### config.mk
export PLATFORM = sky130hd
export DESIGN_NAME = axi_line_master
export DESIGN_NICKNAME = d
export VERILOG_FILES = /design/src/dcache_cfg_pkg.sv /design/src/axi_cfg_pkg.sv /design/src/axi_line_master.sv
export SDC_FILE = /design/constraint.sdc
export NUM_CORES = 1
export LEC_CHECK = 0
export BUFFER_PORTS_ARGS = -buffer_cell sky130_fd_sc_hd__buf_2
export CAP_MARGIN = 5
export CORE_ASPECT_RATIO = 1.4
export CORE_MARGIN = 5
export CORE_UTILIZATION = 48
export DETAILED_ROUTE_END_ITERATION = 6
export MAX_ROUTING_LAYER = met4
export PLACE_DENSITY = 0.84
export SLEW_MARGIN = 5
export SYNTH_ARGS = -nofsm -noshare
export SYNTH_HDL_FRONTEND = slang
export SYNTH_SLANG_ARGS = --single-unit
export TNS_END_PERCENT = 5
### constraint.sdc
create_clock -name clk -period 2.65 [get_ports clk]
set_clock_uncertainty 0.2 [all_clocks]
set_input_delay 0.6625 -clock clk [delete_from_list [all_inputs] [get_ports clk]]
set_output_delay 0.6625 -clock clk [all_outputs]
set_load 0.01 [all_outputs]
### src/dcache_cfg_pkg.sv
package dcache_cfg_pkg;

    localparam int ADDR_W = 32;
    localparam int LINE_BYTES = 16;
    localparam int OFFSET_W = $clog2(LINE_BYTES);
    localparam int WORDS_PER_LINE = LINE_BYTES / 4;
    localparam int WORD_IDX_W = $clog2(WORDS_PER_LINE);
    localparam int SETS = 32;
    localparam int INDEX_W = $clog2(SETS);
    localparam int TAG_W = ADDR_W - INDEX_W - OFFSET_W;
    localparam int NR_WAYS = 2;

    typedef logic [TAG_W-1:0] tag_t;
    typedef logic [INDEX_W-1:0] index_t;
    typedef logic [WORD_IDX_W-1:0] word_idx_t;
    typedef logic [31:0] word_t;
    typedef logic [3:0] strb_t;

    // set index above word position
    typedef logic [INDEX_W+WORD_IDX_W-1:0] ram_addr_t;

endpackage

### src/axi_cfg_pkg.sv
package axi_cfg_pkg;

    typedef logic [7:0] axi_len_t;
    typedef logic [2:0] axi_size_t;

    // 4-byte beats
    localparam axi_size_t AXI_SIZE_WORD = 3'd2;

    // one line per burst, len is beats less one
    localparam axi_len_t AXI_LEN_LINE = axi_len_t'(dcache_cfg_pkg::WORDS_PER_LINE - 1);

endpackage

### src/axi_line_master.sv
module axi_line_master (
    input  logic clk,
    input  logic rst,
    input  logic rd_start,
    input  logic [dcache_cfg_pkg::ADDR_W-1:0] rd_addr,
    output logic fill_valid,
    output dcache_cfg_pkg::word_t fill_word,
    output dcache_cfg_pkg::word_idx_t fill_idx,
    output logic rd_done,
    input  logic wb_word_valid,
    input  dcache_cfg_pkg::word_t wb_word,
    input  logic wb_start,
    input  logic [dcache_cfg_pkg::ADDR_W-1:0] wb_addr,
    output logic wb_done,
    output logic [dcache_cfg_pkg::ADDR_W-1:0] ar_addr,
    output axi_cfg_pkg::axi_len_t ar_len,
    output axi_cfg_pkg::axi_size_t ar_size,
    output logic ar_valid,
    input  logic ar_ready,
    input  dcache_cfg_pkg::word_t r_data,
    input  logic r_last,
    input  logic r_valid,
    output logic r_ready,
    output logic [dcache_cfg_pkg::ADDR_W-1:0] aw_addr,
    output axi_cfg_pkg::axi_len_t aw_len,
    output axi_cfg_pkg::axi_size_t aw_size,
    output logic aw_valid,
    input  logic aw_ready,
    output dcache_cfg_pkg::word_t w_data,
    output dcache_cfg_pkg::strb_t w_strb,
    output logic w_last,
    output logic w_valid,
    input  logic w_ready,
    input  logic b_valid,
    output logic b_ready
);
    import dcache_cfg_pkg::*;
    import axi_cfg_pkg::*;

    word_t line_buf [WORDS_PER_LINE];
    word_idx_t buf_ptr;
    word_idx_t r_beat;
    word_idx_t w_beat;

    assign ar_len = AXI_LEN_LINE;
    assign ar_size = AXI_SIZE_WORD;
    assign aw_len = AXI_LEN_LINE;
    assign aw_size = AXI_SIZE_WORD;
    assign w_strb = '1;
    assign b_ready = 1'b1;

    assign fill_valid = r_valid && r_ready;
    assign fill_word = r_data;
    assign fill_idx = r_beat;
    assign w_data = line_buf[w_beat];
    assign w_last = (w_beat == word_idx_t'(WORDS_PER_LINE - 1));
    assign wb_done = b_valid && b_ready;

    always_ff @(posedge clk) begin
        if (rst) begin
            ar_valid <= 1'b0;
            r_ready <= 1'b0;
            r_beat <= '0;
            rd_done <= 1'b0;
            aw_valid <= 1'b0;
            w_valid <= 1'b0;
            w_beat <= '0;
            buf_ptr <= '0;
        end else begin
            rd_done <= fill_valid && r_last;
            if (rd_start) begin
                ar_valid <= 1'b1;
                r_beat <= '0;
            end else if (ar_valid && ar_ready) begin
                ar_valid <= 1'b0;
                r_ready <= 1'b1;
            end
            if (fill_valid) begin
                r_beat <= r_beat + 1'b1;
                if (r_last) r_ready <= 1'b0;
            end

            if (wb_word_valid) buf_ptr <= buf_ptr + 1'b1;
            // data follows the address handshake
            if (wb_start) begin
                aw_valid <= 1'b1;
                w_beat <= '0;
            end else if (aw_valid && aw_ready) begin
                aw_valid <= 1'b0;
                w_valid <= 1'b1;
            end
            if (w_valid && w_ready) begin
                w_beat <= w_beat + 1'b1;
                if (w_last) w_valid <= 1'b0;
            end
        end
    end

    always_ff @(posedge clk) begin
        if (rd_start) ar_addr <= rd_addr;
        if (wb_start) aw_addr <= wb_addr;
        if (wb_word_valid) line_buf[buf_ptr] <= wb_word;
    end

    assert property (@(posedge clk) disable iff (rst)
        ar_valid && !ar_ready |=> ar_valid && $stable(ar_addr))
        else $error("axi_line_master: read address dropped before ar_ready");

    assert property (@(posedge clk) disable iff (rst)
        aw_valid && !aw_ready |=> aw_valid && $stable(aw_addr))
        else $error("axi_line_master: write address dropped before aw_ready");

endmodule

Word level (Yosys, flattened, before mapping)
Memories as Yosys holds them, arrays and structs flattened. A register that Yosys moved wholly into a read port is not among the register bits.
Index checks and enable logic that the tools add are counted.
{"block": "totals", "rom_bits": 0, "elab_cells": 44, "latchBits": 0, "inputBits": 139, "reg_bits": 75, "ram_bits": 128, "mem_count": 1}
{"name": "line_buf", "depth": 4, "width": 32, "rd": 1, "rd_clocked_by_memory_dff": 1, "wr": 1, "line": "axi_line_master.sv:40", "rtl": "word_t line_buf [WORDS_PER_LINE];"}
{"block": "classes", "n_bitwise": 0, "order_cmp": 0, "n_addsub": 3, "n_mux": 20, "eq_ne": 1, "mul": 0, "n_div": 0, "n_shift": 0, "n_reduce_logical": 9}
{"op": "2-to-1 mux 1 bit", "count": 14}
{"op": "2-to-1 mux 2 bit", "count": 6}
{"op": "nonzero test 2 bit", "count": 4}
{"op": "adder 2 x 1 -> 2 bit, second input constant", "count": 3}
{"op": "logical AND 1 bit", "count": 5}
{"op": "== test 2 bit, second input constant", "count": 1}

Depth between registers and ports, before layout
Gate-level depths: netlist of the first run.
{"block": "depth", "ltp_word": 5, "depth_mapped": 4, "mapped_depth_nobuf": 4}

Worst setup path after synthesis of the first run
OpenSTA, ideal clock, no wires.
{"block": "synth_path", "kind": "input to register", "startpoint": "input wb_word_valid", "endpoint": "memory line_buf[0][0] (netlist name), enable pin", "path_slack_ps": 602, "arrival_time_ps": 1456, "t_required_ps": 2058, "path_stages": 1, "setup_time_ps": 392, "path_buffers": 0, "cell_sequence": "and2_1"}
{"block": "synth_via", "elab_chain_len": 2}
{"element": "start, declared", "line": "axi_line_master.sv:10", "rtl": "input logic wb_word_valid,"}
{"element": "2-to-1 mux 1 bit", "line": "axi_line_master.sv:102", "rtl": "if (wb_word_valid) line_buf[buf_ptr] <= wb_word;"}
{"element": "2-to-1 mux 1 bit (not written as such)", "line": "axi_line_master.sv:102"}
{"element": "end, declared", "line": "axi_line_master.sv:40"}
No other way between the ends.

==> flow_summary.toml, run 1 <==
[synth]
yosys.area_share.simple_pct = 1.39
synth_area_leaders = "edfxtp_1 (76%), mux4_2 (8.9%), buf_4 (5.9%), dfxtp_1 (3.4%), ha_1 (0.83%)"
syn_area_um2 = 7570
yosys_warnings = 0
ys_ff_latch = 205
yosysSeqAreaShare_pct = 79.6
synth_cell_types = 27
synthAdderAreaFrac_pct = 0.826
yosys.area.top_type = "edfxtp_1"
synth_compound_area_share_pct = 0.909
synth_cells = 348
synth_top_family_by_area = "multiplexers"
yosys.area_share.xor_xnor_pct = 0.116
avgSynthCellArea_um2 = 21.8
synth_top_area_share_pct = 76.1
synthMuxAreaShare_pct = 9.75

[detailed_routing]
viasPerCell = 4.99
dr_total_vias = 3779
postRouteAntennaNets = 0
first_pass_iters = 4
wl_per_cell_um = 20.1
drt_wl_total_um = 15200
drtIter0Drc = 183
drc = 0

[cts]
ctsHoldBuffers = 0
path_clk_slew_ns = 0.06
insertion_delay_ns = 0.48
clockRootBuffer = "clkbuf_16"
h-tree-depth = 1
clockBufferDepth = 3
numCtsBuffers = 20
cts.sinks = 205
postCtsSetupBuffers = 0
cts_tree = "built"

[sta]
hold_slack_ns = 0.154
rsz0062_at_grt = "yes"
final-hold-violation-count = 0
max_freq_mhz = 379
final-setup-viol-count = 0
slew_violations = 0
fin_crit_sh_pct = 99.6
tns_ns = 0
period_needed_ns = 2.64

[final_layout]
n_fill_cell = 1098
multi_input_area_um2 = 1080
final_area_um2 = 9450
drive_gt1_share_pct = 51.4
antennaDiodeCount = 0
fin_nets = 692
layout_commonest_cell = "edfxtp_1"
seqCellArea_um2 = 6030
fin_cells = 758
area_delta_synth_final_pct = 24.8
mostFrequentLayoutCells = "edfxtp_1 (192), buf_2 (183), mux4_2 (32)"

[placed_design]
dp.cells = 719
place_area_um2 = 8540
dp_hpwl_um = 10400
gp_congestion = 0.806
numPortBuffers = 210

[die]
initial_core_util_pct = 48.7
dieArea_um2 = 18400
chipHeight_um = 159
core-area_um2 = 15500
io_pins = 304
die_width_um = 116
rows = 54

[setup_path]
cp.arrival_ns = 1.78
crit_path_start_kind = "register"
crit_type = "register to output pin"
required_ns = 1.79
crit_path_max_fanout = 8
critPathCaptureType = "output pin"

[grt]
grt-ovfl-total = 0
grtUsageTotal_pct = 16.2
antenna_found_initial = 0
grt_pass1_wl_um = 22000
grt_pass1_vias = 4136
grt_max_degree = 33

[pwr]
p_leak_nw = 3.59
power.density_nw_per_um2 = 757
max-vdd-ir-drop_mv = 0.673
total_power_mw = 7.15

[job]
drv_cap = 0

[min_path]
hp-class = "input pin to register"

[status]
outcome = "complete, no violations"
-- cell usage after synthesis --
cell type    n
xnor2_1      1
mux2i_1      1
dfxtp_1     13
inv_1        4
nand2_1      1
buf_2        3
or2_2        1
and2_1       5
ha_1         5
mux4_2      30
edfxtp_1   192
clkbuf_1     1
a31oi_1      2
a21oi_1      7
buf_4       60
nand3b_1     1
o21ai_0      1
nand3_1      3
nor2_1       3
buf_6        1
a211oi_1     1
a311oi_1     1
buf_12       3
conb_1       2
nand2b_1     2
mux4_1       2
and3b_1      2
-- sequential cells by signal, indices dropped and copies added (netlist names), named ones only --
name	cells
line_buf	128
ar_addr	32
aw_addr	32
buf_ptr	2
fill_idx	2
w_beat	2
ar_valid	1
aw_valid	1
r_ready	1
rd_done	1
w_valid	1
-- logic make-up after synthesis --
family | after synthesis
muxes | 33
other | 2
AOI/OAI and AO/OA | 12
xor gates and xnor gates | 1
and+or+nand+nor | 18
DFF | 205
buffers and inverters | 72
adders and majority gates | 5
-- through the flow --
| step | util (%) | setup slack (ns) |
|---|---|---|
| CTS | 59.6 | -0.0239 |
| finish | 60.8 | 0.00950 |
| detailed placement | 54.9 | 0.412 |
| global route | 60.8 | -0.0460 |
| floorplan | - | 0.602 |
| global placement | 54.9 | 0.434 |
-- timing repair --
action,4_1_cts,5_1_grt
cloned,2,1
gates resized for setup,5,27
setup endpoints to repair,32,24
-- layout make-up --
| cell class | count | share of cell area (%) |
|---|---|---|
| multi-input cells | 96 | 11.4 |
| repair buffers | 221 | 14.9 |
| flip-flops and latches | 205 | 63.8 |
| inverters | 4 | 0.159 |
| clock buffers | 23 | 5.64 |
| clock inverters | 13 | 1.46 |
| well taps | 196 | 2.59 |
-- per-layer routing --
layer	global-route usage (%)	share of wire [%]
met3	3.23	6.5
met4	6.47	3.2
met5	-	0
met1	17.7	35
met2	28.9	56
-- power breakdown --
group          switching (mW)  internal, mW  total, mW
combinational           0.287         0.245      0.532
sequential             0.0461          3.73       3.78
clock                    1.11          1.73       2.84
-- worst paths after layout --
kind / cells past startpoint / slack [ns] / startpoint / endpoint
hold / removal: 1 / 0.15 / wb_addr[17] / aw_addr[17]
setup reg to reg: 4 / 0.91 / buf_ptr[0] / line_buf[2][9]
hold reg to reg: 2 / 0.31 / ar_valid / ar_valid
setup / recovery: 3 / 0.01 / register / w_data[27]
-- worst max-delay path: stages, from the launching register on --
cell	delay, ns
dfxtp_4	0.44
clkbuf_16	0.20
mux4_2	0.51
buf_6	0.14
No activity file was read; power rests on OpenSTA's default activity.
==> run 2: changes to the inputs <==
- CORE_UTILIZATION: 48 -> 45
- GPL_TIMING_DRIVEN: unset -> 0
- PLACE_DENSITY: 0.84 -> 0.8
- SKIP_CTS_REPAIR_TIMING: unset -> 1
==> flow_summary.toml, run 2 (synthesis gave the netlist of run 1 again) <==
[sta]
final-setup-viol-count = 7
slew_violations = 0
tns_ns = -0.0945
hold_slack_ns = 0.156
worst_pin_slew_ns = 0.878
fin_crit_sh_pct = 101
max_freq_mhz = 374
rsz0062_at_grt = "yes"
setup_ws_ns = -0.0252
final-hold-violation-count = 0
slew_headroom_pct = 41.4
period_needed_ns = 2.68

[die]
initial_core_util_pct = 45.4
rows = 56
die_width_um = 120
dieArea_um2 = 19600
chipHeight_um = 163
core-area_um2 = 16700
io_pins = 304

[pwr]
p_leak_nw = 3.98
power.density_nw_per_um2 = 710
max-vdd-ir-drop_mv = 0.468
total_power_mw = 7.10

[grt]
use_met3_pct = 3.78
met1_usage_pct = 18.3
grt_pass1_vias = 4554
busiest_layer = "met2"
grtUsageTotal_pct = 16.6
use_met2_pct = 30.4
grt-ovfl-total = 0
grt_pass1_wl_um = 24400
grt_max_degree = 35
antenna_found_initial = 2

[detailed_routing]
first_pass_iters = 4
viasPerCell = 4.80
drc = 0
drtIter0Drc = 175
postRouteAntennaNets = 0
drt_wl_total_um = 16600
dr_total_vias = 4111
wl_per_cell_um = 19.4

[placed_design]
gp_congestion = 0.753
numPortBuffers = 243
dp.cells = 819
dp_hpwl_um = 12300

[cts]
path_clk_slew_ns = 0.06
insertion_delay_ns = 0.48
cts_tree = "built"
clockRootBuffer = "clkbuf_16"
numCtsBuffers = 19
clockBufferDepth = 3
h-tree-depth = 1
cts.sinks = 205

[status]
violations = "negative setup slack"
outcome = "complete, but fails checks"

[final_layout]
final_util_pct = 60.0
largest-register = "line_buf"
layout_commonest_cell = "buf_2"
drive_gt1_share_pct = 57.5
fin_cells = 857
area_delta_synth_final_pct = 32.1
largest_register_ffs = 128
top_regs = "line_buf: 128 flops, ar_addr: 32 flops, aw_addr: 32 flops"
fin_nets = 785
mostFrequentLayoutCells = "buf_2 (224), edfxtp_1 (192), buf_4 (60)"
antennaDiodeCount = 0

[job]
drv_cap = 0

[setup_path]
critPathCaptureType = "output pin"
crit_path_start_kind = "register"
crit_path_frequent_cell = "buf_12"
worstReg2RegStart = "buf_ptr[0]"
cp.arrival_ns = 1.81
required_ns = 1.79
max_stage_delay_ns = 0.56
critPathSlowestCell = "mux4_1"
crit_type = "register to output pin"
crit_chain = "buf_12 > buf_12 > mux4_1 > buf_2"
crit_path_max_fanout = 7

[min_path]
hp-start = "rd_addr[3]"
hp-class = "input pin to register"
## run 2: through the flow
stage          worst slack (ns)  area (um^2)
2_1_floorplan             0.602         7670
4_1_cts                 -0.0731         9760
6_report                -0.0252        10000
5_1_grt                 -0.0784        10000
3_5_place_dp              0.456         9140
3_3_place_gp            -0.0845         9140
## run 2: final cells by class
type / instances / area [um^2]
clock buffer: 21 / 483
fill: 1205 / 6680
tap: 203 / 254
timing repair buffer: 247 / 1440
multi-input combinational: 96 / 1090
clock inverter: 13 / 136
inverter: 4 / 15.0
buffer: 68 / 552
sequential: 205 / 6030
## run 2: power breakdown
group / switching, mW / total [mW] / internal, mW
combinational: 0.323 / 0.626 / 0.303
clock: 1.08 / 2.69 / 1.61
sequential: 0.0460 / 3.78 / 3.74
total: 1.45 / 7.10 / 5.65
## run 2: path summary, 6_finish.rpt
path,endpoint,slack [ns],cells past startpoint
worst max-delay path,w_data[0],-0.03,4
worst min-delay path,ar_addr[3],0.16,1
worst max register to register,line_buf[2][4],0.78,3
worst min register to register,ar_valid,0.30,2
## run 2: metal layers
layer  vias up  wire, um  part of all wire [%]
li1       1869         -                     -
met1      2007      5850                    35
met2       213      9210                    55
met3        22      1320                   8.0
met4         0       248                   1.5
met5         -         0                     0
## run 2: worst max-delay path: cells and delay by family (launching register included)
family                 cells  cell delay (ns)
buffers and inverters      3             0.43
flip-flops                 1             0.34
multiplexers               1             0.56
==> run 3: changes to the inputs <==
- BUFFER_PORTS_ARGS: -buffer_cell sky130_fd_sc_hd__buf_2 -> unset
- DONT_BUFFER_PORTS: unset -> 1
- PLACE_DENSITY: 0.8 -> 0.65
==> flow_summary.toml, run 3 (synthesis gave the netlist of run 1 again) <==
[status]
outcome = "complete, no violations"

[setup_path]
critPathSlowestCell = "mux4_2"
crit_type = "register to output pin"
crit_path_max_fanout = 10
reg2reg_slack_ns = 0.89
max_stage_delay_ns = 0.57
worstReg2RegStart = "buf_ptr[0]"
cp.arrival_ns = 1.69
critPathCaptureType = "output pin"
crit_path_start_kind = "register"
crit_chain = "buf_6 > buf_12 > mux4_2"
r2r_cells = 4
required_ns = 1.79
rr_endpoint = "line_buf[0][11]"

[final_layout]
top_regs = "line_buf: 128 flops, ar_addr: 32 flops, aw_addr: 32 flops"
n_fill_cell = 1301
area_delta_synth_final_pct = 14.6
largest_register_ffs = 128
layout_commonest_cell = "edfxtp_1"
fin_nets = 543
largest-register = "line_buf"
drive_gt1_share_pct = 33.0
mostFrequentLayoutCells = "edfxtp_1 (192), buf_4 (60), mux4_2 (30)"

[cts]
insertion_delay_ns = 0.48
numCtsBuffers = 20
clockRootBuffer = "clkbuf_16"
clockBufferDepth = 3
path_clk_slew_ns = 0.06
cts.sinks = 205
h-tree-depth = 1
cts_tree = "built"

[pwr]
p_sw_mw = 1.39
p_leak_nw = 2.98
clockPowerShare_pct = 40.1
max-vdd-ir-drop_mv = 0.430
p_int_mw = 5.53
swShare_pct = 20.1
seqPwrFrac_pct = 55.6
p_comb_share_pct = 4.3
total_power_mw = 6.93
power.density_nw_per_um2 = 798

[sta]
rsz0062_at_grt = "no"
max_freq_mhz = 393
final-setup-viol-count = 0
final-hold-violation-count = 0
slew_violations = 0
period_needed_ns = 2.55
worst_pin_slew_ns = 0.524
tns_ns = 0
fin_crit_sh_pct = 96.1
slew_headroom_pct = 65.1

[detailed_routing]
drt_wl_total_um = 15100
drtIter0Drc = 223
wl_per_cell_um = 24.5
viasPerCell = 5.12
postRouteAntennaNets = 0
dr_total_vias = 3153
first_pass_iters = 4
drc = 0

[grt]
grt_pass1_vias = 3550
antenna_found_initial = 2
grt_max_degree = 35
grt-ovfl-total = 0
grt_pass1_wl_um = 21900
grtUsageTotal_pct = 15.4

[die]
die_width_um = 120
chipHeight_um = 163
core-area_um2 = 16700
io_pins = 304
dieArea_um2 = 19600
initial_core_util_pct = 45.4
rows = 56

[placed_design]
numPortBuffers = 0
gp_congestion = 0.734
dp_hpwl_um = 11200

[min_path]
min_path_cells = 0
hp-class = "input pin to register"
hold_end = "line_buf[0][22]"
hp-start = "wb_word[22]"

[job]
drv_cap = 0
-- run 3: changes by cell type in the layout (fill, tap and decap cells not counted), sizes merged --
| cell | delta |
|---|---|
| buf | -239 |
| clkinv | -5 |
| clkinvlp | +2 |
| bufinv | -1 |
| clkbuf | +1 |
| diode | +1 |
-- run 3: cell type report --
class,count,area [um^2],area share [%]
inverter,4,15.0,0.173
tap,203,254,2.93
timing repair buffer,4,95.1,1.10
sequential,205,6030,69.4
clock inverter,9,114,1.31
clock buffer,26,543,6.26
buffer,68,541,6.23
antenna,1,2.50,0.0288
multi-input combinational,96,1090,12.6
-- run 3: critical path, delay by kind of cell (launching register included) --
kind / cells / cell delay (ns)
buffers and inverters: 2 / 0.31
muxes: 1 / 0.57
DFF: 1 / 0.33
-- run 3: through the flow --
stage | utilization [%] | setup WS (ns) | instance area (um^2) | hold WS (ns) | instances
6_report | 52.0 | 0.102 | 8680 | 0.0672 | 616
5_1_grt | 52.0 | 0.00844 | 8680 | 0.0346 | 616
4_1_cts | 52.0 | 0.0499 | 8680 | 0.0413 | 615
3_5_place_dp | 48.1 | 0.577 | 8020 | 0.321 | 580
3_3_place_gp | 47.5 | 0.0333 | 7920 | 0.304 | 576
2_1_floorplan | - | 0.602 | 7670 | 0.279 | 373
-- run 3: power groups by stage --
stage	registers (mW)	logic [mW]	clock network, mW
after floorplan	3.89	0.235	0
after global placement	3.92	0.281	0
after detailed placement	3.92	0.306	0
after CTS	3.86	0.306	2.89
after global routing	3.86	0.325	3.02
final	3.85	0.301	2.78
-- run 3: per-layer routing --
metal	routed length, um	part of all wire (%)	vias to the layer above	global-route usage, %
li1	-	-	1384	-
met5	0	0	-	-
met3	1610	11	21	6.23
met4	222	1.5	0	3.86
met1	4870	32	1560	16.1
met2	8380	56	188	27.0
-- run 3: worst max path at each step --
stage | startpoint | end | slack (ns) | cells past startpoint
floorplan | wb_word_valid | line_buf[0][0] | 0.60 | 1
global placement | wb_word_valid | line_buf[0][26] | 0.03 | 1
detailed placement | register | w_data[27] | 0.58 | 3
CTS | register | w_data[27] | 0.05 | 3
global route | register | w_data[21] | 0.008 | 3
finish | register | w_data[3] | 0.10 | 3
